===== src/common/raster_cfg.svh =====
`ifndef RASTER_CFG_SVH
`define RASTER_CFG_SVH

// pixel coordinates are signed integers
`define RASTER_XW 16
`define RASTER_YW 16

// vertex attribute in signed fixed point
`define RASTER_VW 16
`define RASTER_VFRAC 14

// inverse of twice the signed area, supplied by software
`define RASTER_AINVW 16
`define RASTER_AINVFRAC 14

`define RASTER_FRAC 14 // fraction bits of a barycentric coefficient
`define RASTER_COEFW (2 + `RASTER_XW + (`RASTER_YW + 1) - `RASTER_FRAC)

`define RASTER_AXI_AW 6
`define RASTER_AXI_DW 32

// register byte offsets
`define RASTER_REG_CTRL 6'h00
`define RASTER_REG_VTX0 6'h04
`define RASTER_REG_VTX1 6'h08
`define RASTER_REG_VTX2 6'h0C
`define RASTER_REG_VAL0 6'h10
`define RASTER_REG_VAL1 6'h14
`define RASTER_REG_VAL2 6'h18
`define RASTER_REG_AINV 6'h1C
`define RASTER_REG_COUNT 6'h20

`endif


===== src/common/raster_pkg.sv =====
`include "raster_cfg.svh"

package raster_pkg;

  typedef logic signed [`RASTER_XW-1:0] coord_x_t;
  typedef logic signed [`RASTER_YW-1:0] coord_y_t;
  typedef logic signed [`RASTER_VW-1:0] val_t;
  typedef logic signed [`RASTER_AINVW-1:0] iarea_t;
  typedef logic signed [`RASTER_COEFW-1:0] coef_t;

  // y sits in the upper half so a vertex matches the register word layout
  typedef struct packed {
    coord_y_t y;
    coord_x_t x;
  } vertex_t;

  typedef struct packed {
    vertex_t [2:0] vtx;
    val_t [2:0] val;
    iarea_t iarea;
  } tri_t;

  typedef struct packed {
    coord_x_t x;
    coord_y_t y;
    logic last; // final pixel of the bounding box
  } pixel_t;

  typedef struct packed {
    logic [`RASTER_AXI_DW-2:0] reserved;
    logic start;
  } ctrl_word_t;

  // one write data word seen either as a vertex or as the control word
  typedef union packed {
    vertex_t vtx;
    ctrl_word_t ctrl;
  } reg_word_u;

  typedef struct packed {
    coord_x_t x;
    coord_y_t y;
    val_t value;
  } frag_t;

  typedef struct packed {
    logic awvalid;
    logic [`RASTER_AXI_AW-1:0] awaddr;
    logic wvalid;
    logic [`RASTER_AXI_DW-1:0] wdata;
    logic [`RASTER_AXI_DW/8-1:0] wstrb;
    logic bready;
    logic arvalid;
    logic [`RASTER_AXI_AW-1:0] araddr;
    logic rready;
  } axil_req_t;

  typedef struct packed {
    logic awready;
    logic wready;
    logic bvalid;
    logic [1:0] bresp;
    logic arready;
    logic rvalid;
    logic [`RASTER_AXI_DW-1:0] rdata;
    logic [1:0] rresp;
  } axil_rsp_t;

endpackage


===== src/design/pixel_scanner.sv =====
`timescale 1ns/10ps

module pixel_scanner
  import raster_pkg::*;
(
  input  logic   clk_in,
  input  logic   rst_n,
  input  tri_t   triangle,
  input  logic   start,
  output pixel_t pixel,
  output logic   pixel_valid
);
  coord_x_t x_lo;
  coord_x_t x_hi;
  coord_y_t y_lo;
  coord_y_t y_hi;
  coord_x_t x_min_q;
  coord_x_t x_max_q;
  coord_y_t y_max_q;

  // bounding box of the three vertices
  always_comb begin
    x_lo = $signed(triangle.vtx[0].x);
    x_hi = x_lo;
    y_lo = $signed(triangle.vtx[0].y);
    y_hi = y_lo;
    for (int i = 1; i < 3; i++) begin
      if ($signed(triangle.vtx[i].x) < x_lo) x_lo = triangle.vtx[i].x;
      if ($signed(triangle.vtx[i].x) > x_hi) x_hi = triangle.vtx[i].x;
      if ($signed(triangle.vtx[i].y) < y_lo) y_lo = triangle.vtx[i].y;
      if ($signed(triangle.vtx[i].y) > y_hi) y_hi = triangle.vtx[i].y;
    end
  end

  always_ff @(posedge clk_in) begin
    if (!rst_n) begin
      pixel_valid <= 1'b0;
    end else if (start) begin
      pixel_valid <= 1'b1;
    end else if (pixel_valid && pixel.last) begin
      pixel_valid <= 1'b0;
    end
  end

  always_ff @(posedge clk_in) begin
    if (start) begin
      x_min_q <= x_lo;
      x_max_q <= x_hi;
      y_max_q <= y_hi;
      pixel.x <= x_lo; // first pixel is the top left corner of the box
      pixel.y <= y_lo;
      pixel.last <= (x_lo == x_hi) && (y_lo == y_hi);
    end else if (pixel_valid && !pixel.last) begin
      if (pixel.x == x_max_q) begin
        // wrap to the start of the next row
        pixel.x <= x_min_q;
        pixel.y <= pixel.y + 1'b1;
        pixel.last <= (x_min_q == x_max_q) && (pixel.y + 1'b1 == y_max_q);
      end else begin
        pixel.x <= pixel.x + 1'b1;
        pixel.last <= (pixel.x + 1'b1 == x_max_q) && (pixel.y == y_max_q);
      end
    end
  end

endmodule


===== config.mk =====
export PLATFORM = sky130hd
export DESIGN_NAME = pixel_scanner
export DESIGN_NICKNAME = d
export VERILOG_FILES = /design/src/common/raster_pkg.sv /design/src/design/pixel_scanner.sv
export VERILOG_INCLUDE_DIRS = /design/src /design/src/common
export SDC_FILE = /design/constraint.sdc
export NUM_CORES = 1
export LEC_CHECK = 0
export BUFFER_PORTS_ARGS = -buffer_cell sky130_fd_sc_hd__buf_2
export CAP_MARGIN = 30
export CORE_ASPECT_RATIO = 1.2
export CORE_UTILIZATION = 52
export CTS_CLUSTER_DIAMETER = 60
export DETAILED_ROUTE_END_ITERATION = 10
export PLACE_DENSITY = 0.79
export SLEW_MARGIN = 40
export SYNTH_ARGS = -nofsm -noshare
export SYNTH_HDL_FRONTEND = slang
export SYNTH_SLANG_ARGS = --single-unit

===== constraint.sdc =====
create_clock -name clk_in -period 5.8 [get_ports clk_in]
set_input_delay 1.16 -clock clk_in [delete_from_list [all_inputs] [get_ports clk_in]]
set_output_delay 1.16 -clock clk_in [all_outputs]
set_load 0.1 [all_outputs]

Yosys cells after proc, flatten, opt, wreduce, memory -nomap -nowiden:

Index checks and enable logic that the tools add are counted.

* flip-flop bits (word level): 82
* logic and storage cells: 49

* equality and inequality tests: 7
* reductions and logical operators: 10
* order comparisons: 8
* multiplexer cells: 15
* add/sub/neg operators: 2

Operators by type and width (count)
* $mux W16: 10
* $eq A16 B16 Y1: 7
* $mux W33: 2
* $gt A16 B16 Y1: 4
* $lt A16 B16 Y1: 4
* $add A16 B1 Y16 const B: 2
* $reduce_bool A2 Y1: 3
* $logic_and A1 B1 Y1: 5
* $mux W1: 3
* $reduce_and A2 Y1: 1
* $logic_not A1 Y1: 1

Logic depth before layout (Yosys ltp):

* word-level depth: 7
* depth in mapped cells: 27
* mapped depth without buffers: 22

Least setup slack after synthesis:

No wires, ideal clock.

* path kind: input to register
* start point: input port triangle[79] (netlist name)
* end point: register pixel[0] (netlist name) (data pin)
* stages: 23
* path buffers: 3
* data arrival time: 6.052 ns
* library setup time: 0.145 ns
* slack: -0.397 ns
* path through: inv_1 -> ha_1 -> nand4_1 -> or4_4 -> or2_2 -> clkbuf_1 -> clkbuf_1 -> a21oi_1 -> nor2_1 -> ha_1 -> nand4_1 -> nor3_1 -> nand4_1 -> a21o_1 -> buf_2 -> a21oi_1 -> nor3_1 -> o211a_1 -> a2111oi_0 -> a31oi_1 -> a2111oi_2 -> nand2_1 -> o21ai_1

* longest elaborated chain between the ends: 7
* elaborated cells on any way between the ends: 11

RTL lines
* start: declaration: line pixel_scanner.sv:8 `input tri_t triangle,`
* $lt A16 B16 Y1 / $gt A16 B16 Y1 (equally long branches): line pixel_scanner.sv:28, pixel_scanner.sv:29
* $mux W16 (on tied branches): line pixel_scanner.sv:28, pixel_scanner.sv:29
* $lt A16 B16 Y1 / $gt A16 B16 Y1 (equally long branches): line pixel_scanner.sv:28, pixel_scanner.sv:29
* $mux W16 (on tied branches): line pixel_scanner.sv:28, pixel_scanner.sv:29
* $eq A16 B16 Y1 (*): line pixel_scanner.sv:52 `pixel.last <= (x_lo == x_hi) && (y_lo == y_hi);`
* $logic_and A1 B1 Y1 (*): line pixel_scanner.sv:52
* $mux W33 (*): line pixel_scanner.sv:46 `if (start) begin`
* end: declaration: line pixel_scanner.sv:10 `output pixel_t pixel,`

Every way passes the cells marked *; elsewhere a longest branch is shown, timed or not.
A chain may end at the register's enable or synchronous reset.

Worst setup path in the final report:

* start point: input port triangle[107] (netlist name)
* end point: register pixel[0] (netlist name) (data pin)

The elaborated chain is that of the path after synthesis.

==> reports/qor.csv <==
stage,metric,value,unit
status,status,"complete, but fails checks",
status,violated checks,setup timing,
clock_network,Clock Latency Late Sink,0.35,ns
final_layout,Ant. Diodes,0,
final_layout,multi-input combinational cell area,8050,µm²
final_layout,share of cells above drive strength 1,45.1,%
critical_path,CP Launch Type,primary input,
final_layout,register area,2450,µm²
global_route,GRT overflow,0,
critical_path,Worst R2R Setup Slack,1.91,ns
drt,vias per cell,6.55,
timing,final setup fails,1,
final_layout,Nets,1892,
logic_synthesis,Synth cell types,76,
critical_path,crit path DAT,6.52,ns
timing,final hold vios,0,
drt,drt pass-1 iters,6,
logic_synthesis,Synth Net Count,1399,
power_and_ir_drop,Static Leak,6.74,nW
floorplanning,Initial Utilization,53.1,%
place,Post-Place Setup Slack,-0.820,ns
drt,Post-DRT Antenna Nets,0,
logic_synthesis,synthesized area per cell,8.47,µm²
power_and_ir_drop,Max rail drop VDD,0.000175,V
timing,final worst setup slack,-0.521,ns
logic_synthesis,Synth Flop Type,edfxtp_1,
floorplanning,DIE WIDTH,126,µm
drt,via count,12200,
global_route,largest net degree at the start of global routing,84,
drt,WL/cell,22.3,µm
floorplanning,Rows,54,
timing,Worst Tran Pin Value,0.906,ns
job,max_cap viols,0,
clock_network,Sink Count,82,
logic_synthesis,ys async rst share,0,%
critical_path,crit end category,flop,
clock_network,Clock Path Buffers,2,
place,Port-buffer cells,132,
clock_network,root buffer cell,clkbuf_16,
logic_synthesis,Ys Warns,0,
clock_network,CTS tree,done,
timing,slew margin rel.,39.2,%
min_path,Hold Path Class,flop to flop,
clock_network,htree depth,3,
critical_path,CP Max Fanout,7,
clock_network,Worst-path clk slew,0.07,ns
critical_path,critical path class,primary input to flop,
floorplanning,Die ar.,19100,µm²
timing,final worst path period need,6.32,ns
floorplanning,Core ar.,18200,µm²
power_and_ir_drop,switching share of power,44.2,%
drt,WL final,41.5,mm
place,routability cong.,0.938,
place,hpwl dp,27.5,mm
final_layout,"most common cell after layout, fill and taps aside",buf_4,
logic_synthesis,number of synthesized flops with an enable pin,81,
global_route,global-route wire length before repair,58.7,mm
power_and_ir_drop,sw power,1.81,mW
floorplanning,Die Ht,151,µm
critical_path,Worst EP required,6.00,ns
timing,max-slew violations,0,
global_route,initial antenna violation count,0,
drt,DR DRC count,0,
drt,DRT iter0 DRCs,1275,
global_route,total track usage,39.4,%
power_and_ir_drop,Flop pwr share,22.3,%
timing,Hold WS,0.700,ns
clock_network,CTS buffer count,9,
power_and_ir_drop,Logic pwr share,63.1,%
logic_synthesis,Yosys reg bits,82,
final_layout,area delta synth->final,57.5,%
timing,RSZ-0062 raised after global routing,yes,
power_and_ir_drop,Cell Int Power,2.29,mW
power_and_ir_drop,Pwr Density,270,nW/µm²
final_layout,FILL cells,966,
power_and_ir_drop,Clk pwr share,14.6,%
timing,Max Fclk,158,MHz
logic_synthesis,"Seq/Total Area, Yosys",25.4,%
timing,worst clock skew,0.00879,ns
timing,final period utilization,109,%
logic_synthesis,synthesized area,9660,µm²
global_route,vias in the first global route,11400,
logic_synthesis,Post-Synthesis Cells,1140,
final_layout,"commonest non-fill, non-tap cells in the layout","369 x buf_4, 125 x buf_2, 81 x edfxtp_1, 72 x o21ai_0, 72 x ha_1",
floorplanning,num ports,197,
[through the flow]
| step | setup TNS [ns] | utilization, % | cells | cell area (µm²) | power [mW] |
|---|---|---|---|---|---|
| 2_1_floorplan | 0 | - | 1140 | 9820 | 2.14 |
| 3_3_place_gp | -2.57 | 72.8 | 1801 | 13200 | 2.98 |
| 3_5_place_dp | -5.11 | 72.8 | 1801 | 13200 | 3.04 |
| 4_1_cts | -0.126 | 81.1 | 1849 | 14700 | 3.87 |
| 5_1_grt | -0.846 | 83.7 | 1862 | 15200 | 4.26 |
| 6_report | -0.521 | 83.7 | 1862 | 15200 | 4.10 |
[area by class of cell]
type	count	share of cell area, %
Multi-Input combinational cell	941	52.9
Timing Repair Buffer	528	25.3
Sequential cell	82	16.1
Tap cell	224	1.84
Inverter	71	1.77
Clock buffer	9	1.48
Clock inverter	7	0.576
[registers in the layout (all words and copies together) (netlist names)]
name / count
pixel_valid: 1
y_max_q: 16
x_min_q: 16
x_max_q: 16
pixel: 33
[per-layer routing]
| layer | GRT usage [%] | part of all wire, % |
|---|---|---|
| met1 | 47.8 | 37 |
| met2 | 68.7 | 48 |
| met3 | 3.99 | 8.1 |
| met4 | 22.2 | 7.6 |
| met5 | 0 | 0 |
[critical path, stage by stage]
cell and delay (ns):
buf_2 0.13, ha_4 0.30, nand4_1 0.22, or4_4 0.58, a21oi_4 0.18, buf_6 0.13
o41ai_4 0.14, nor2_4 0.25, mux2i_2 0.36, ha_1 0.20, nand4_1 0.18, nor3_4 0.28
nand4_1 0.17, buf_4 0.20, a21o_4 0.21, a21oi_4 0.17, buf_6 0.16, nor3_1 0.05
o211a_1 0.29, a2111oi_4 0.34, a31oi_1 0.14, a2111oi_2 0.43, nand2_1 0.14, o21ai_1 0.10
[power by group through the flow]
stage / sequential (mW) / clock [mW] / combinational (mW)
floorplan: 1.14 / 0 / 1.00
global placement: 0.914 / 0 / 2.07
detailed placement: 0.921 / 0 / 2.12
CTS: 0.910 / 0.599 / 2.36
global route: 0.923 / 0.625 / 2.71
finish: 0.914 / 0.600 / 2.59
[path summary, 6_finish.rpt]
check                 from        end  cells past startpoint
max reg2reg      pixel[17]   pixel[0]                     12
min             x_min_q[2]  pixel[19]                      2
min reg2reg     x_min_q[2]  pixel[19]                      2
max          triangle[107]   pixel[0]                     24
[synthesized netlist by cell type, types with 4 or more instances]
cell type	count	share of area, %
ha_1	96	12
o21ai_0	82	4.3
a21oi_1	81	4.2
edfxtp_1	81	25
nand2_1	72	2.8
inv_1	71	2.8
xor2_1	58	5.3
nor2_1	54	2.1
xnor2_1	51	4.6
mux2i_1	47	4.9
nand3_1	44	2.3
nor3_1	35	1.8
a211oi_1	31	2.4
clkbuf_1	31	1.2
nand4_1	27	1.7
a21o_1	22	1.7
and2_1	21	1.4
nor4_1	21	1.4
a31oi_1	20	1.3
and3_1	18	1.2
o211ai_1	14	1.1
o21a_1	14	1.1
a2111oi_0	12	1.1
buf_2	11	0.57
o211a_1	10	1.0
o22ai_1	10	0.65
or2_2	10	0.65
mux2_2	7	0.82
nor4b_1	7	0.63
a311oi_1	5	0.45
nor2b_1	5	0.32
o21ai_1	4	0.21
o31ai_1	4	0.31
[kinds of logic after synthesis]
family | synth area share [%]
XOR/XNOR | 9.89
flip-flops | 25.4
AND/OR/NAND/NOR | 17.8
buffers and inverters | 4.77
multiplexers | 5.69
adder cells (fa/ha/maj) | 12.4
AO/OA/AOI/OAI | 24.1
[what timing repair did]
item                       in CTS  in global routing
gates resized for setup       170                 72
setup buffers                  34                 13
gates cloned                    1                  0
setup endpoints to repair       1                  6
pin swaps                      80                 46
hold buffers                    0                  0
(Power assumes the default switching activity.)
