===== src/common/raster_cfg.svh =====
`ifndef RASTER_CFG_SVH
`define RASTER_CFG_SVH

// pixel coordinates are signed integers
`define RASTER_XW 16
`define RASTER_YW 16

// vertex attribute in signed fixed point
`define RASTER_VW 16
`define RASTER_VFRAC 14

// inverse of twice the signed area, supplied by software
`define RASTER_AINVW 16
`define RASTER_AINVFRAC 14

`define RASTER_FRAC 14 // fraction bits of a barycentric coefficient
`define RASTER_COEFW (2 + `RASTER_XW + (`RASTER_YW + 1) - `RASTER_FRAC)

`define RASTER_AXI_AW 6
`define RASTER_AXI_DW 32

// register byte offsets
`define RASTER_REG_CTRL 6'h00
`define RASTER_REG_VTX0 6'h04
`define RASTER_REG_VTX1 6'h08
`define RASTER_REG_VTX2 6'h0C
`define RASTER_REG_VAL0 6'h10
`define RASTER_REG_VAL1 6'h14
`define RASTER_REG_VAL2 6'h18
`define RASTER_REG_AINV 6'h1C
`define RASTER_REG_COUNT 6'h20

`endif


===== src/common/raster_pkg.sv =====
`include "raster_cfg.svh"

package raster_pkg;

  typedef logic signed [`RASTER_XW-1:0] coord_x_t;
  typedef logic signed [`RASTER_YW-1:0] coord_y_t;
  typedef logic signed [`RASTER_VW-1:0] val_t;
  typedef logic signed [`RASTER_AINVW-1:0] iarea_t;
  typedef logic signed [`RASTER_COEFW-1:0] coef_t;

  // y sits in the upper half so a vertex matches the register word layout
  typedef struct packed {
    coord_y_t y;
    coord_x_t x;
  } vertex_t;

  typedef struct packed {
    vertex_t [2:0] vtx;
    val_t [2:0] val;
    iarea_t iarea;
  } tri_t;

  typedef struct packed {
    coord_x_t x;
    coord_y_t y;
    logic last; // final pixel of the bounding box
  } pixel_t;

  typedef struct packed {
    logic [`RASTER_AXI_DW-2:0] reserved;
    logic start;
  } ctrl_word_t;

  // one write data word seen either as a vertex or as the control word
  typedef union packed {
    vertex_t vtx;
    ctrl_word_t ctrl;
  } reg_word_u;

  typedef struct packed {
    coord_x_t x;
    coord_y_t y;
    val_t value;
  } frag_t;

  typedef struct packed {
    logic awvalid;
    logic [`RASTER_AXI_AW-1:0] awaddr;
    logic wvalid;
    logic [`RASTER_AXI_DW-1:0] wdata;
    logic [`RASTER_AXI_DW/8-1:0] wstrb;
    logic bready;
    logic arvalid;
    logic [`RASTER_AXI_AW-1:0] araddr;
    logic rready;
  } axil_req_t;

  typedef struct packed {
    logic awready;
    logic wready;
    logic bvalid;
    logic [1:0] bresp;
    logic arready;
    logic rvalid;
    logic [`RASTER_AXI_DW-1:0] rdata;
    logic [1:0] rresp;
  } axil_rsp_t;

endpackage


===== src/design/tri_setup/tri_setup.sv =====
`timescale 1ns/10ps
`include "raster_cfg.svh"

module tri_setup
  import raster_pkg::*;
(
  input  logic        clk_in,
  input  logic        rst_n,
  input  axil_req_t   axil_req,
  output axil_rsp_t   axil_rsp,
  output tri_t        triangle,
  output logic        start,
  input  logic        frame_done,
  input  logic [31:0] frag_count
);
  localparam int DW = `RASTER_AXI_DW;
  localparam logic [1:0] RESP_OKAY = 2'b00;
  localparam logic [1:0] RESP_SLVERR = 2'b10;

  reg_word_u wword;
  logic wr_fire;
  logic rd_fire;
  logic ctrl_hit;
  logic geom_hit;
  logic wr_err;
  logic start_go;
  logic busy;
  logic done;
  logic bvalid_q;
  logic [1:0] bresp_q;
  logic rvalid_q;
  logic [DW-1:0] rdata_q;
  tri_t triangle_q;

  assign wword = axil_req.wdata;

  // address and data are taken together, one write in flight at a time
  assign wr_fire = axil_req.awvalid && axil_req.wvalid && !bvalid_q;
  assign rd_fire = axil_req.arvalid && !rvalid_q;

  assign ctrl_hit = (axil_req.awaddr == `RASTER_REG_CTRL);
  assign geom_hit = (axil_req.awaddr >= `RASTER_REG_VTX0) &&
                    (axil_req.awaddr <= `RASTER_REG_AINV);
  assign wr_err = busy && (ctrl_hit || geom_hit); // the running frame owns the geometry
  assign start_go = wr_fire && ctrl_hit && wword.ctrl.start && !busy;

  always_comb begin
    axil_rsp.awready = wr_fire;
    axil_rsp.wready = wr_fire;
    axil_rsp.bvalid = bvalid_q;
    axil_rsp.bresp = bresp_q;
    axil_rsp.arready = rd_fire;
    axil_rsp.rvalid = rvalid_q;
    axil_rsp.rdata = rdata_q;
    axil_rsp.rresp = RESP_OKAY; // every read is legal, unmapped ones just return zero
  end

  always_ff @(posedge clk_in) begin
    if (!rst_n) begin
      bvalid_q <= 1'b0;
      bresp_q <= RESP_OKAY;
      rvalid_q <= 1'b0;
      start <= 1'b0;
      busy <= 1'b0;
      done <= 1'b0;
    end else begin
      start <= start_go; // single cycle pulse to the scanner

      if (wr_fire) begin
        bvalid_q <= 1'b1;
        bresp_q <= wr_err ? RESP_SLVERR : RESP_OKAY;
      end else if (axil_req.bready) begin
        bvalid_q <= 1'b0;
      end

      if (rd_fire) begin
        rvalid_q <= 1'b1;
      end else if (axil_req.rready) begin
        rvalid_q <= 1'b0;
      end

      // busy covers the frame from start until the last fragment has left
      if (start_go) begin
        busy <= 1'b1;
        done <= 1'b0;
      end else if (frame_done) begin
        busy <= 1'b0;
        done <= 1'b1;
      end
    end
  end

  always_ff @(posedge clk_in) begin
    if (wr_fire && !busy) begin
      case (axil_req.awaddr)
        `RASTER_REG_VTX0: triangle_q.vtx[0] <= wword.vtx;
        `RASTER_REG_VTX1: triangle_q.vtx[1] <= wword.vtx;
        `RASTER_REG_VTX2: triangle_q.vtx[2] <= wword.vtx;
        `RASTER_REG_VAL0: triangle_q.val[0] <= axil_req.wdata[`RASTER_VW-1:0];
        `RASTER_REG_VAL1: triangle_q.val[1] <= axil_req.wdata[`RASTER_VW-1:0];
        `RASTER_REG_VAL2: triangle_q.val[2] <= axil_req.wdata[`RASTER_VW-1:0];
        `RASTER_REG_AINV: triangle_q.iarea <= axil_req.wdata[`RASTER_AINVW-1:0];
        default: ;
      endcase
    end
  end

  always_ff @(posedge clk_in) begin
    if (rd_fire) begin
      case (axil_req.araddr)
        `RASTER_REG_CTRL: rdata_q <= {{(DW-3){1'b0}}, done, busy, 1'b0};
        `RASTER_REG_VTX0: rdata_q <= triangle_q.vtx[0];
        `RASTER_REG_VTX1: rdata_q <= triangle_q.vtx[1];
        `RASTER_REG_VTX2: rdata_q <= triangle_q.vtx[2];
        `RASTER_REG_VAL0: rdata_q <= DW'($signed(triangle_q.val[0]));
        `RASTER_REG_VAL1: rdata_q <= DW'($signed(triangle_q.val[1]));
        `RASTER_REG_VAL2: rdata_q <= DW'($signed(triangle_q.val[2]));
        `RASTER_REG_AINV: rdata_q <= DW'($signed(triangle_q.iarea));
        `RASTER_REG_COUNT: rdata_q <= frag_count;
        default: rdata_q <= '0;
      endcase
    end
  end

  assign triangle = triangle_q;

endmodule


===== config.mk =====
export PLATFORM = sky130hd
export DESIGN_NAME = tri_setup
export DESIGN_NICKNAME = d
export VERILOG_FILES = /design/src/common/raster_pkg.sv /design/src/design/tri_setup/tri_setup.sv
export VERILOG_INCLUDE_DIRS = /design/src /design/src/common
export SDC_FILE = /design/constraint.sdc
export NUM_CORES = 1
export LEC_CHECK = 0
export BUFFER_PORTS_ARGS = -buffer_cell sky130_fd_sc_hd__clkbuf_2
export CAP_MARGIN = 20
export CORE_UTILIZATION = 53
export DETAILED_ROUTE_END_ITERATION = 16
export GPL_ROUTABILITY_DRIVEN = 0
export HOLD_SLACK_MARGIN = 0.15
export MAX_ROUTING_LAYER = met4
export PLACE_DENSITY = 0.84
export SLEW_MARGIN = 5
export SYNTH_ARGS = -nofsm -noshare
export SYNTH_HDL_FRONTEND = slang
export SYNTH_SLANG_ARGS = --single-unit

===== constraint.sdc =====
create_clock -name clk_in -period 5.38 [get_ports clk_in]
set_clock_uncertainty 0.15 [all_clocks]
set_input_delay 0.807 -clock clk_in [delete_from_list [all_inputs] [get_ports clk_in]]
set_output_delay 0.807 -clock clk_in [all_outputs]
set_load 0.01 [all_outputs]

# Yosys cells after proc, flatten, opt, wreduce, memory -nomap -nowiden
# Index checks and enable logic that the tools add are counted.
# word_totals
regBits	199
latchBits	0
ram_bits	0
rom_bits	0
in_bits	88
elab_cells	69
n_memories	0
# op_classes
add_sub_neg	0
n_mul	0
n_div	0
magnitude_cmp	2
n_eq_ne	15
n_shift	0
muxes	8
bitwise_logic	1
reduce_logical	26
# ops
operator	count
32-bit one-hot mux with 9 select lines	1
6-bit by 5-bit equality test with 1-bit output (second input constant)	8
6-bit by 4-bit equality test with 1-bit output (second input constant)	4
2-bit AND reduction	7
6-bit by 3-bit equality test with 1-bit output (second input constant)	2
6-bit logical NOT	2
1-bit logical AND	9
6-bit equality test (second input constant)	1
6-bit by 3-bit greater-or-equal comparator with 1-bit output (second input constant)	1
6-bit by 5-bit <= comparator with 1-bit output (second input constant)	1
1-bit 2-to-1 mux	6
2-bit nonzero test	3
1-bit logical NOT	3
2-bit 2-to-1 mux	1
2-bit OR reduction	1
1-bit logical OR	1
1-bit inverter	1

# Logic depth before layout (Yosys ltp)
# depth
depth_word	6
depth_mapped	6

# Least setup slack after synthesis
# Ideal clock, no wire load.
# synth_timing
kind	input to register
startpoint	input port axil_req[47] (netlist name)
endpoint	register triangle_q, in the netlist triangle[128], enable pin
arrival_time_ns	3.066
required_ns	4.809
slack_ns	1.743
path_stages	3
n_path_buf	0
path_cell_list	or4_4 > or3_4 > nor2_1
# synth_between
elab_chain_len	2
# synth_rtl
element	line	text
start, declared	tri_setup.sv:9	input axil_req_t axil_req,
6-bit by 4-bit equality test with 1-bit output	tri_setup.sv:95	case (axil_req.awaddr)
2-bit AND reduction (no source line)	-	
end, declared	tri_setup.sv:33	tri_t triangle_q;
# Every way passes these cells.
# A chain may end at the register's enable or synchronous reset.

# Final worst setup path
# layout_timing
startpoint	input port axil_req[3] (netlist name)
endpoint	register rdata_q[28], data pin
# layout_between
elab_chain_len	2
elab_cells_between_ends	10
classes_between	8 x eq/ne; 1 x mux; 1 x reduce/logical
# layout_rtl
element	line	text
6-bit equality test, or another cell as far along	tri_setup.sv:110	case (axil_req.araddr)
32-bit one-hot mux with 9 select lines (*)	tri_setup.sv:110	
end signal, assigned	tri_setup.sv:111	`RASTER_REG_CTRL: rdata_q <= {{(DW-3){1'b0}}, done, busy, 1'b0};
end signal, assigned	tri_setup.sv:112	`RASTER_REG_VTX0: rdata_q <= triangle_q.vtx[0];
end signal, assigned	tri_setup.sv:113	`RASTER_REG_VTX1: rdata_q <= triangle_q.vtx[1];
end, declared	tri_setup.sv:32	logic [DW-1:0] rdata_q;
# Every way passes the cells marked *; elsewhere a longest branch is shown, timed or not.

==> impl_metrics.yaml <==
run_status:
  outcome: "complete, no violations"
die:
  core_um2: 13900
  initial_core_util: 0.544
  die_w_um: 122
  io_pins: 290
  fp.dieH_um: 122
  row_count: 43
  die-area_um2: 14800
power:
  p_leak_uw: 0.00382
  power_switching_uw: 660
  p_int_uw: 2460
  netSwitchingFraction: 0.212
  p_comb_frac: 0.048
  peakVddDrop_mv: 0.245
  power.share.sequential: 0.551
  powerDensity_nw_per_um2: 316
  p_clk_frac: 0.401
clock_tree:
  root_buffer: "clkbuf_16"
  ctsResizeCount: 0
  holdBufCountCts: 0
  cts_setup_buffers: 0
  clock_latency_ns: 0.43
  tritoncts: "done"
  clock-sinks: 198
  cts_buffers: 17
  clock_path_buffers: 2
  clk_pin_slew_ns: 0.07
  htreeDepth: 4
sta:
  grt_setup_unrepaired: "false"
  period_share: 0.568
  timing_hold_violations_final: 0
  fmax_mhz: 328
  finalCriticalPeriod_ns: 3.05
  tns_ns: 0
  worst_slew_pin_slew_ns: 1.09
  setup_viol_count_final: 0
  max_slew_margin: 0.268
  slew_violations: 0
global_route:
  overflow: 0
  grt_antenna_before_repair: 0
  grt_start_max_net_pins: 34
  grt_util_all_layers: 0.304
  first_global_vias: 5540
  grt_pass1_wl_um: 31100
placement:
  port_buffers: 282
  hpwl_um: 14600
synth:
  synth_top_area_frac: 0.760
  post-synth-top-count-cell: "edfxtp_1"
  synth.distinct_cells: 47
  netlist_instances: 456
  avgSynthCellArea_um2: 16.6
  synth_top_cell_by_area: "edfxtp_1"
  synth_edf_count: 192
  ys_warn_count: 0
  synthFlopType: "edfxtp_1"
  synth_top_cells_by_area: "edfxtp_1 (76%), a22oi_1 (3.3%), nand2_1 (1.7%)"
  ys_ff_latch: 198
  synth_area_um2: 7580
  ys_top_cells_by_count: "edfxtp_1 (192), nand2_1 (35), a22oi_1 (33), nand3_1 (23)"
  yosysSeqAreaShare: 0.776
  async_flop_share: 0
drt:
  drc: 0
  vias_per_cell: 6.06
  vias: 5656
  drtIter0Drc: 550
  postRouteAntennaNets: 0
  drt-wirelength-per-cell_um: 23.4
  drt_pass1_iterations: 5
  totalWireLength_um: 21800
final_layout:
  drive_gt1_frac: 0.476
  post-route-util: 0.708
  register_area_um2: 5890
  n_fill_cell: 894
  nNetsFinal: 829
  area_growth_pct: 30.1
  n_antenna_cell: 0
  multiInputGateArea_um2: 1590
critical_path:
  worstSetupEndpointType: "flop"
  path_class: "input port to flop"
  arrival_ns: 3.19
  startpoint_type: "input port"
  cp_max_fo: 18
  required_ns: 5.51
hold_path:
  hp-class: "flop to flop"
flow_run:
  cap_violations: 0
[critical path, stage by stage]
cell and delay [ns]:
clkbuf_2 0.28, or4_4 0.65, nor3b_4 0.79, buf_4 0.38
a222oi_1 0.14, nand3_1 0.13
[stage by stage]
stage / cell area [µm²] / instances / power [µW] / hold WS [ns] / worst slack [ns]
6_report: 9860 / 934 / 3120 / 0.322 / 2.33
5_1_grt: 9860 / 934 / 3190 / 0.382 / 2.25
4_1_cts: 9770 / 930 / 3120 / 0.324 / 2.37
3_5_place_dp: 9190 / 898 / 1900 / 0.316 / 1.96
3_3_place_gp: 9180 / 897 / 1890 / 0.305 / 1.98
2_1_floorplan: 7590 / 458 / 1820 / 0.314 / 1.74
[worst paths after layout]
check	slack, ns	cells after the start	startpoint	to
hold reg to reg	0.32	2	bresp_q[1]$_SDFFE_PN0N_	bresp_q[1]$_SDFFE_PN0N_
setup reg to reg	2.80	4	busy$_SDFFE_PN0P_	triangle[61]$_DFFE_PP_
hold / removal	0.32	2	bresp_q[1]$_SDFFE_PN0N_	bresp_q[1]$_SDFFE_PN0N_
setup / recovery	2.33	6	axil_req[3]	rdata_q[28]$_DFFE_PP_
[power by group through the flow]
stage	combinational (µW)	sequential [µW]	clock, µW
finish	150	1720	1250
detailed placement	147	1750	0
global route	161	1720	1310
CTS	148	1720	1260
floorplan	56.3	1760	0
global placement	141	1750	0
[state kept, by name, indices dropped and copies added (netlist names)]
| signal | flops |
|---|---|
| bresp_q | 1 |
| busy | 1 |
| bvalid_q | 1 |
| done | 1 |
| rdata_q | 32 |
| rvalid_q | 1 |
| start | 1 |
| triangle | 160 |
[final cells by class]
class                      instances  share of cell area
timing repair buffer             295               0.159
multi-input combinational        228               0.162
tap                              180              0.0228
clock buffer                      18              0.0435
inverter                           1            0.000381
sequential                       198               0.597
clock inverter                    14              0.0154
[kinds of logic after synthesis]
kind of cell    synth area share
buf+inv                   0.0223
compound gates            0.0932
flops                      0.776
mux                       0.0109
other cells             0.000495
simple gates              0.0969
[layer usage]
| metal | up-vias | track usage | share of wire |
|---|---|---|---|
| met3 | 45 | 0.0833 | 0.10 |
| met1 | 2784 | 0.345 | 0.36 |
| met2 | 409 | 0.510 | 0.51 |
| met5 | - | - | 0 |
| li1 | 2418 | - | - |
| met4 | 0 | 0.125 | 0.021 |
[cells in the final DEF, fill, tap and decap left out, types with 3 or more instances in the layout]
cell type and count:
a21oi_1 12, a221oi_1 9, a222oi_1 13, a22oi_1 33, buf_4 8, clkbuf_16 17
clkbuf_2 282, clkinv_4 3, clkinvlp_4 4, conb_1 3, dfxtp_1 6, edfxtp_1 192
inv_6 3, mux2i_1 6, nand2_1 35, nand2b_1 6, nand3_1 23, nand3b_1 11
nor2_1 6, nor2_2 5, nor2_4 4, nor2b_1 3, nor3_1 6, nor3_2 3
o2111ai_1 9, or2_2 3, or3b_2 9
Note: power is estimated with default switching activity, not from simulation.
