File: config.mk
export PLATFORM = sky130hd
export DESIGN_NAME = fragment_writer
export DESIGN_NICKNAME = d
export VERILOG_FILES = /design/src/common/raster_pkg.sv /design/src/design/fragment_writer.sv
export VERILOG_INCLUDE_DIRS = /design/src /design/src/common
export SDC_FILE = /design/constraint.sdc
export NUM_CORES = 1
export LEC_CHECK = 0
export ABC_AREA = 1
export BUFFER_PORTS_ARGS = -buffer_cell sky130_fd_sc_hd__buf_4
export CAP_MARGIN = 20
export CORE_MARGIN = 2
export CORE_UTILIZATION = 45
export CTS_BUF_LIST = sky130_fd_sc_hd__clkbuf_8
export CTS_CLUSTER_SIZE = 20
export DETAILED_ROUTE_END_ITERATION = 8
export GPL_TIMING_DRIVEN = 0
export PLACE_DENSITY = 0.79
export SYNTH_ARGS = -nofsm -noshare
export SYNTH_HDL_FRONTEND = slang
export SYNTH_SLANG_ARGS = --single-unit
File: constraint.sdc
create_clock -name clk_in -period 1.75 [get_ports clk_in]
set_input_delay 0.2625 -clock clk_in [delete_from_list [all_inputs] [get_ports clk_in]]
set_output_delay 0.2625 -clock clk_in [all_outputs]
set_load 0.01 [all_outputs]
File: src/common/raster_cfg.svh
`ifndef RASTER_CFG_SVH
`define RASTER_CFG_SVH

// pixel coordinates are signed integers
`define RASTER_XW 16
`define RASTER_YW 16

// vertex attribute in signed fixed point
`define RASTER_VW 16
`define RASTER_VFRAC 14

// inverse of twice the signed area, supplied by software
`define RASTER_AINVW 16
`define RASTER_AINVFRAC 14

`define RASTER_FRAC 14 // fraction bits of a barycentric coefficient
`define RASTER_COEFW (2 + `RASTER_XW + (`RASTER_YW + 1) - `RASTER_FRAC)

`define RASTER_AXI_AW 6
`define RASTER_AXI_DW 32

// register byte offsets
`define RASTER_REG_CTRL 6'h00
`define RASTER_REG_VTX0 6'h04
`define RASTER_REG_VTX1 6'h08
`define RASTER_REG_VTX2 6'h0C
`define RASTER_REG_VAL0 6'h10
`define RASTER_REG_VAL1 6'h14
`define RASTER_REG_VAL2 6'h18
`define RASTER_REG_AINV 6'h1C
`define RASTER_REG_COUNT 6'h20

`endif

File: src/common/raster_pkg.sv
`include "raster_cfg.svh"

package raster_pkg;

  typedef logic signed [`RASTER_XW-1:0] coord_x_t;
  typedef logic signed [`RASTER_YW-1:0] coord_y_t;
  typedef logic signed [`RASTER_VW-1:0] val_t;
  typedef logic signed [`RASTER_AINVW-1:0] iarea_t;
  typedef logic signed [`RASTER_COEFW-1:0] coef_t;

  // y sits in the upper half so a vertex matches the register word layout
  typedef struct packed {
    coord_y_t y;
    coord_x_t x;
  } vertex_t;

  typedef struct packed {
    vertex_t [2:0] vtx;
    val_t [2:0] val;
    iarea_t iarea;
  } tri_t;

  typedef struct packed {
    coord_x_t x;
    coord_y_t y;
    logic last; // final pixel of the bounding box
  } pixel_t;

  typedef struct packed {
    logic [`RASTER_AXI_DW-2:0] reserved;
    logic start;
  } ctrl_word_t;

  // one write data word seen either as a vertex or as the control word
  typedef union packed {
    vertex_t vtx;
    ctrl_word_t ctrl;
  } reg_word_u;

  typedef struct packed {
    coord_x_t x;
    coord_y_t y;
    val_t value;
  } frag_t;

  typedef struct packed {
    logic awvalid;
    logic [`RASTER_AXI_AW-1:0] awaddr;
    logic wvalid;
    logic [`RASTER_AXI_DW-1:0] wdata;
    logic [`RASTER_AXI_DW/8-1:0] wstrb;
    logic bready;
    logic arvalid;
    logic [`RASTER_AXI_AW-1:0] araddr;
    logic rready;
  } axil_req_t;

  typedef struct packed {
    logic awready;
    logic wready;
    logic bvalid;
    logic [1:0] bresp;
    logic arready;
    logic rvalid;
    logic [`RASTER_AXI_DW-1:0] rdata;
    logic [1:0] rresp;
  } axil_rsp_t;

endpackage

File: src/design/fragment_writer.sv
`timescale 1ns/10ps

module fragment_writer
  import raster_pkg::*;
(
  input  logic        clk_in,
  input  logic        rst_n,
  input  val_t        value,
  input  logic        in_tri,
  input  pixel_t      pixel,
  input  logic        pixel_valid,
  input  logic        start,
  output frag_t       frag,
  output logic        frag_valid,
  output logic        frame_done,
  output logic [31:0] frag_count
);
  logic keep;

  assign keep = pixel_valid && in_tri; // outside pixels never become fragments

  always_ff @(posedge clk_in) begin
    if (!rst_n) begin
      frag_valid <= 1'b0;
      frame_done <= 1'b0;
      frag_count <= '0;
    end else begin
      frag_valid <= keep;
      frame_done <= pixel_valid && pixel.last;
      if (start) begin
        frag_count <= '0;
      end else if (keep) begin
        frag_count <= frag_count + 1'b1;
      end
    end
  end

  always_ff @(posedge clk_in) begin
    if (keep) begin
      frag.x <= pixel.x;
      frag.y <= pixel.y;
      frag.value <= value;
    end
  end

endmodule

Word-level counts from Yosys, hierarchy flattened

Index checks and enable logic that the tools add are counted.

Flip-flop bits (word level): 82
Bits in latches: 0
Bits in writable memories: 0
ROM bits: 0
Input port bits: 54
Output and inout bits: 82
Logic and storage cells: 11
Memories kept: 0

Add/subtract/negate cells: 1
$mul: 0
Div/mod/pow operators: 0
Order comparisons: 0
Eq/ne operators: 0
Shift-type cells: 0
Multiplexer cells: 0
Bitwise gates (word level): 1
Reductions and logical operators: 3

Operator list:

| cell                                          | number |
|---|---|
| adder 32 x 1 -> 32 bit, second input constant | 1 |
| logical AND 1 bit                             | 2 |
| OR reduction 2 bit                            | 1 |
| NOT 1 bit                                     | 1 |

Logic depth before layout (Yosys ltp)

Gate-level depths: netlist of run 1.

Word-level depth: 2
Gate-level depth with buffers: 9

Worst setup path before layout of run 1

OpenSTA, ideal clock, no wires.

Path kind: input port to flip-flop
Start point: input pixel_valid
End point: register frag_count[24]
Library setup time: 0.113 ns
Data arrival time: 1.552 ns
Required time: 1.637 ns
Slack: 0.085 ns
Stages: 8
Buffers on the path: 0
Cells stage by stage: nand2_2 > clkinv_2 > nand3_4 > nor2_4 > nand2_1 > nand2_1 > nand2_1 > nor2_1

Longest elaborated chain between the ends: 1

RTL lines:

| element              | RTL line              | source |
|---|---|---|
| from (decl)          | fragment_writer.sv:11 | `input logic pixel_valid,` |
| logical AND 1 bit    | fragment_writer.sv:20 | `assign keep = pixel_valid && in_tri;` |
| via keep             | fragment_writer.sv:18 | `logic keep;` |
| to (signal assigned) | fragment_writer.sv:33 | `frag_count <= frag_count + 1'b1;` |
| to (decl)            | fragment_writer.sv:16 | `output logic [31:0] frag_count` |

The timed path passes the listed nets, and every way through them passes these cells.
A chain may end at the register's enable or synchronous reset.

Worst setup path in the final report of run 1

Start point: register frag_count[0]
End point: register frag_count[30]

Longest elaborated chain between the ends: 1

RTL lines:

| element                | RTL line |
|---|---|
| adder 32 x 1 -> 32 bit | fragment_writer.sv:33 |

No other way between the ends.

==> flow_summary.json, run 1 <==
{
  "dieArea_mm2": 0.00802,
  "synth_warnings": 0,
  "grtUsageMet3_pct": 4.39,
  "arrival_ns": 1.78,
  "clkSlewWorstSetupHoldPaths_ns": 0.09,
  "peakVddDrop_uv": 375,
  "wl_mm": 8.05,
  "routedWlPerCell_um": 14.0,
  "crit_top_cell": "nor2_4",
  "coreArea_mm2": 0.00718,
  "firstDrtPassIters": 4,
  "layout_commonest_cell": "buf_4",
  "worstSetupStartpointType": "register",
  "place.gp.congestion": 0.817,
  "cts_tree": "built",
  "drc_errors": 0,
  "synthCells": 327,
  "regToRegSetupSlack_ns": 0.27,
  "cts_made_buffers": 9,
  "regArea_mm2": 0.00212,
  "viasPerCell": 4.75,
  "multi_input_comb_area_mm2": 0.00103,
  "ctsHtreeMaxLevel": 3,
  "cts-root-buf": "clkbuf_8",
  "cap_violations": 0,
  "port_buffers": 135,
  "critPathMaxStageDelay_ns": 0.42,
  "grtUsageTotal_pct": 20.3,
  "drive_above_1_share_pct": 37.9,
  "via_count": 2743,
  "mostFrequentLayoutCells": "buf_4, nand2_1, nor2_1, edfxtp_1, dfxtp_1",
  "syn_area_per_cell_um2": 10.1,
  "fill_cells": 566,
  "finClkSkew_ns": 0.00658,
  "fin_crit_sh_pct": 84.8,
  "slew_headroom_pct": 64.1,
  "utilization_pct": 64.3,
  "syn-num-nets": 382,
  "ys_seq_elements": 82,
  "holdWs_ns": 0.0770,
  "crit_slowest_cell": "dfxtp_1",
  "drtIter0Drc": 90,
  "min_from": "value[3]",
  "max_freq_mhz": 674,
  "grt_max_degree": 56,
  "worst_slew_pin_slew_ns": 0.539,
  "hold_viol": 0,
  "drv_slew": 0,
  "areaGrowthSynthToFinish_pct": 40.0,
  "grt_pass1_vias": 2664,
  "reg2reg_from": "frag_count[0]",
  "grt_util_met1_pct": 22.8,
  "rsz0062_at_grt": "false",
  "grt-busiest-layer": "met2",
  "antenna_cells": 0,
  "cellLeakagePower_nw": 1.88,
  "fin_crit_ns": 1.48,
  "postCtsSetupRepairBufs": 0,
  "crit_chain": "ha_1 -> inv_2 -> nor2_4 -> nand2_2 -> nor2_4 -> nand3_1 -> nand2_1 -> inv_1 -> nor2_1",
  "crit_fanout": 5,
  "clk-insertion-delay-late_ns": 0.35,
  "setup_violations": 0,
  "rr_endpoint": "frag_count[30]",
  "synth-seq-area-share_pct": 64.4,
  "start_util_pct": 45.9,
  "die_height_um": 89.6,
  "placementRows": 31,
  "die_w_um": 89.6,
  "path_class": "reg -> reg",
  "r2r_cells": 9,
  "grt_overflow": 0,
  "powerDensity_mw_per_mm2": 801,
  "antenna_left": 0,
  "hpwl_mm": 6.22,
  "nNetsFinal": 528,
  "end_kind": "register",
  "hold_class": "in -> reg",
  "synth.cell_area_mm2": 0.00330,
  "use_met2_pct": 36.4,
  "grt_antenna_before_repair": 0,
  "ios": 136,
  "required_ns": 2.04,
  "cts.sinks": 82,
  "min_to": "frag[3]",
  "synth_cell_types": 27,
  "grt_pass1_wl_mm": 12.2,
  "status": "finished clean",
  "cts.path.max_buffers": 2,
  "holdPathStages": 1
}
-- stage by stage --
stage / instance area (um2) / std cells / power, mW / TNS (ns) / setup WS [ns]
floorplan: 3300 / 327 / 2.28 / 0 / 0.0854
global placement: 4430 / 561 / 2.50 / -8.03 / -0.371
detailed placement: 4430 / 561 / 2.51 / -9.43 / -0.407
CTS: 4610 / 577 / 3.72 / 0 / 0.251
global route: 4610 / 577 / 3.83 / 0 / 0.163
finish: 4610 / 577 / 3.69 / 0 / 0.265
-- cells in the mapped netlist (all sizes together) --
master | count | area (um2)
a21oi | 11 | 55.1
buf | 1 | 5.00
clkbuf | 1 | 3.75
clkinv | 2 | 8.75
dfxtp | 34 | 681
edfxtp | 48 | 1440
ha | 1 | 12.5
inv | 33 | 124
nand2 | 79 | 317
nand3 | 23 | 133
nand3b | 1 | 7.51
nand4 | 3 | 18.8
nor2 | 70 | 359
nor3 | 5 | 25.0
o21a | 3 | 22.5
o21ai | 6 | 30.0
xnor2 | 2 | 17.5
xor2 | 4 | 35.0
-- routing by layer --
metal | wire [um] | vias up
li1 | - | 1350
met1 | 3130 | 1262
met2 | 4100 | 116
met3 | 661 | 15
met4 | 159 | 0
met5 | 0 | -
-- registers in the layout, indices dropped and copies added, names as in the netlist --
name        count
frag           48
frag_count     32
frag_valid      1
frame_done      1
-- worst max-delay path by stage --
stage                              start              to  slack (ns)  cells after the start
final                      frag_count[0]  frag_count[30]        0.27                      9
after CTS                  frag_count[0]  frag_count[30]        0.25                      9
after global routing      frag_count[18]  frag_count[31]        0.16                      8
after global placement       pixel_valid  frag_count[24]       -0.37                      9
after floorplan              pixel_valid  frag_count[24]        0.09                      8
after detailed placement     pixel_valid  frag_count[24]       -0.41                      9
-- cells by family after synthesis --
kind of cell,share of synthesized area (%)
buffers and inverters,4.29
AO/OA/AOI/OAI,3.26
XOR/XNOR,1.59
AND/OR/NAND/NOR,26.1
flip-flops,64.4
adder cells (fa/ha/maj),0.380
-- power by group --
part           switching [mW]  internal [mW]  total (mW)
clock network           0.713          0.524        1.24
registers              0.0239           2.13        2.15
logic                   0.135          0.171       0.307
total                   0.872           2.82        3.69
-- final cells by class --
cell class / instances / area share [%]
sequential: 82 / 46.0
inverter: 35 / 2.96
multi-input combinational: 208 / 22.4
tap: 99 / 2.68
buffer: 2 / 0.190
clock buffer: 9 / 2.68
timing repair buffer: 135 / 22.0
clock inverter: 7 / 1.17
-- critical path: cells and delay by family, from the launching register on --
kind | cells | cell delay, ns
simple gates | 6 | 0.71
flops | 1 | 0.42
fa+ha+maj | 1 | 0.20
buf+inv | 2 | 0.09
-- repair_timing --
action | 4_1_cts | 5_1_grt
hold buffers | 0 | 0
endpoints found under the setup margin | 4 | 0
gates resized for setup | 1 | 0
(Power assumes the default switching activity.)
==> run 2, diff against run 1 <==
- clock period: 1.75 -> 1.34 ns (I/O delays scaled with it)
==> run 2 against run 1 <==
Via count grew 0.62%. Critical path type unchanged. Register-to-register slack lost 0.25 ns. Highest routed layer unchanged. Sequential power rose by 30%.
==> flow_summary.json, run 2 (synthesis results as in run 1) <==
{
  "die_w_um": 89.6,
  "hold_viol": 0,
  "cts_made_buffers": 9,
  "min_to": "frag[11]",
  "nNetsFinal": 532,
  "port_buffers": 135,
  "worst_slew_pin_slew_ns": 0.544,
  "placementRows": 31,
  "crit_path_start": "frag_count[25]",
  "cellLeakagePower_nw": 1.94,
  "r2r_cells": 7,
  "fin_crit_ns": 1.32,
  "cap_violations": 0,
  "largest_reg_flops": 48,
  "worstSetupStartpointType": "register",
  "place.gp.congestion": 0.810,
  "holdPathStages": 1,
  "crit_fanout": 6,
  "ctsHtreeMaxLevel": 3,
  "min_from": "value[11]",
  "status": "finished clean",
  "coreArea_mm2": 0.00718,
  "firstDrtPassIters": 4,
  "dieArea_mm2": 0.00802,
  "cts-root-buf": "clkbuf_8",
  "path_class": "reg -> reg",
  "cts.sinks": 82,
  "fin_area_mm2": 0.00481,
  "peakVddDrop_uv": 649,
  "drtIter0Drc": 62,
  "setup_violations": 0,
  "grt_pass1_vias": 2494,
  "grt_max_degree": 56,
  "rr_endpoint": "frag_count[26]",
  "hpwl_mm": 6.06,
  "cts.path.max_buffers": 2,
  "reg2reg_from": "frag_count[25]",
  "wl_mm": 8.00,
  "routedWlPerCell_um": 13.8,
  "areaGrowthSynthToFinish_pct": 46.0,
  "grt_antenna_before_repair": 0,
  "required_ns": 1.59,
  "antenna_cells": 0,
  "arrival_ns": 1.57,
  "postPlaceCellArea_mm2": 0.00444,
  "hold_class": "in -> reg",
  "slew_headroom_pct": 63.7,
  "fin_crit_sh_pct": 98.5,
  "finalPower_mw": 4.80,
  "viasPerCell": 4.75,
  "max_freq_mhz": 757,
  "rsz0062_at_grt": "true",
  "grt_overflow": 0,
  "antenna_left": 0,
  "via_count": 2760,
  "powerDensity_mw_per_mm2": 999,
  "start_util_pct": 45.9,
  "mostFrequentLayoutCells": "buf_4, nand2_1, edfxtp_1, nor2_1, inv_1",
  "cts_tree": "built",
  "top_regs": "frag (48), frag_count (32)",
  "finClkSkew_ns": 0.00972,
  "drc_errors": 0,
  "clk-insertion-delay-late_ns": 0.35,
  "drive_above_1_share_pct": 46.9,
  "end_kind": "register",
  "regToRegSetupSlack_ns": 0.02,
  "layout_commonest_cell": "buf_4",
  "ios": 136,
  "grtUsageTotal_pct": 19.5,
  "fill_cells": 549,
  "die_height_um": 89.6,
  "drv_slew": 0,
  "regMostFlops": "frag",
  "grt_pass1_wl_mm": 11.6,
  "clkSlewWorstSetupHoldPaths_ns": 0.09
}
## run 2: power breakdown
group,internal (mW),switching (mW)
Combinational,0.226,0.179
Sequential,2.76,0.0306
Clock,0.685,0.925
## run 2: cell type report
type / instances / area (um2) / share of cell area (%)
buffer: 2 / 8.76 / 0.182
clock buffer: 9 / 124 / 2.57
clock inverter: 7 / 53.8 / 1.12
inverter: 35 / 141 / 2.94
multi-input combinational: 208 / 1140 / 23.7
sequential: 82 / 2180 / 45.2
tap: 99 / 124 / 2.57
timing repair buffer: 139 / 1040 / 21.7
## run 2: how the worst max path moves through the flow
stage / slack, ns / end
global placement: -0.27 / frag_count[24]
finish: 0.02 / frag_count[26]
detailed placement: -0.29 / frag_count[24]
global route: -0.09 / frag_count[28]
CTS: 0.002 / frag_count[23]
floorplan: 0.005 / frag_count[22]
## run 2: metal layers
metal	routed length (um)	global-route usage, %
met1	3070	21.7
met3	688	4.30
met4	138	8.14
met5	0	0
met2	4110	35.7
## run 2: stage by stage
stage / cells / setup TNS (ns) / setup WS, ns / utilization [%] / hold WS [ns]
after CTS: 577 / 0 / 0.00172 / 64.7 / 0.00329
after detailed placement: 561 / -3.55 / -0.294 / 61.8 / 0.380
after global routing: 581 / -0.254 / -0.0930 / 67.0 / 0.00172
after floorplan: 327 / 0 / 0.00546 / - / 0.300
final: 581 / 0 / 0.0196 / 67.0 / 0.0158
after global placement: 561 / -3.09 / -0.268 / 61.8 / 0.380
## run 2: critical path: stages (launching register included)
cell and delay [ns]:
dfxtp_1 0.46, nand2_1 0.10, nor3_1 0.21, nand2_1 0.08, nor2_1 0.16, nand3_1 0.09
nand2_1 0.08, nor2_1 0.04
## run 2: repair_timing
item | 4_1_cts | 5_1_grt
pin swaps | 3 | 13
setup endpoints to repair | 17 | 21
hold buffers | 0 | 0
setup buffers | 0 | 4
gates resized for setup | 12 | 51
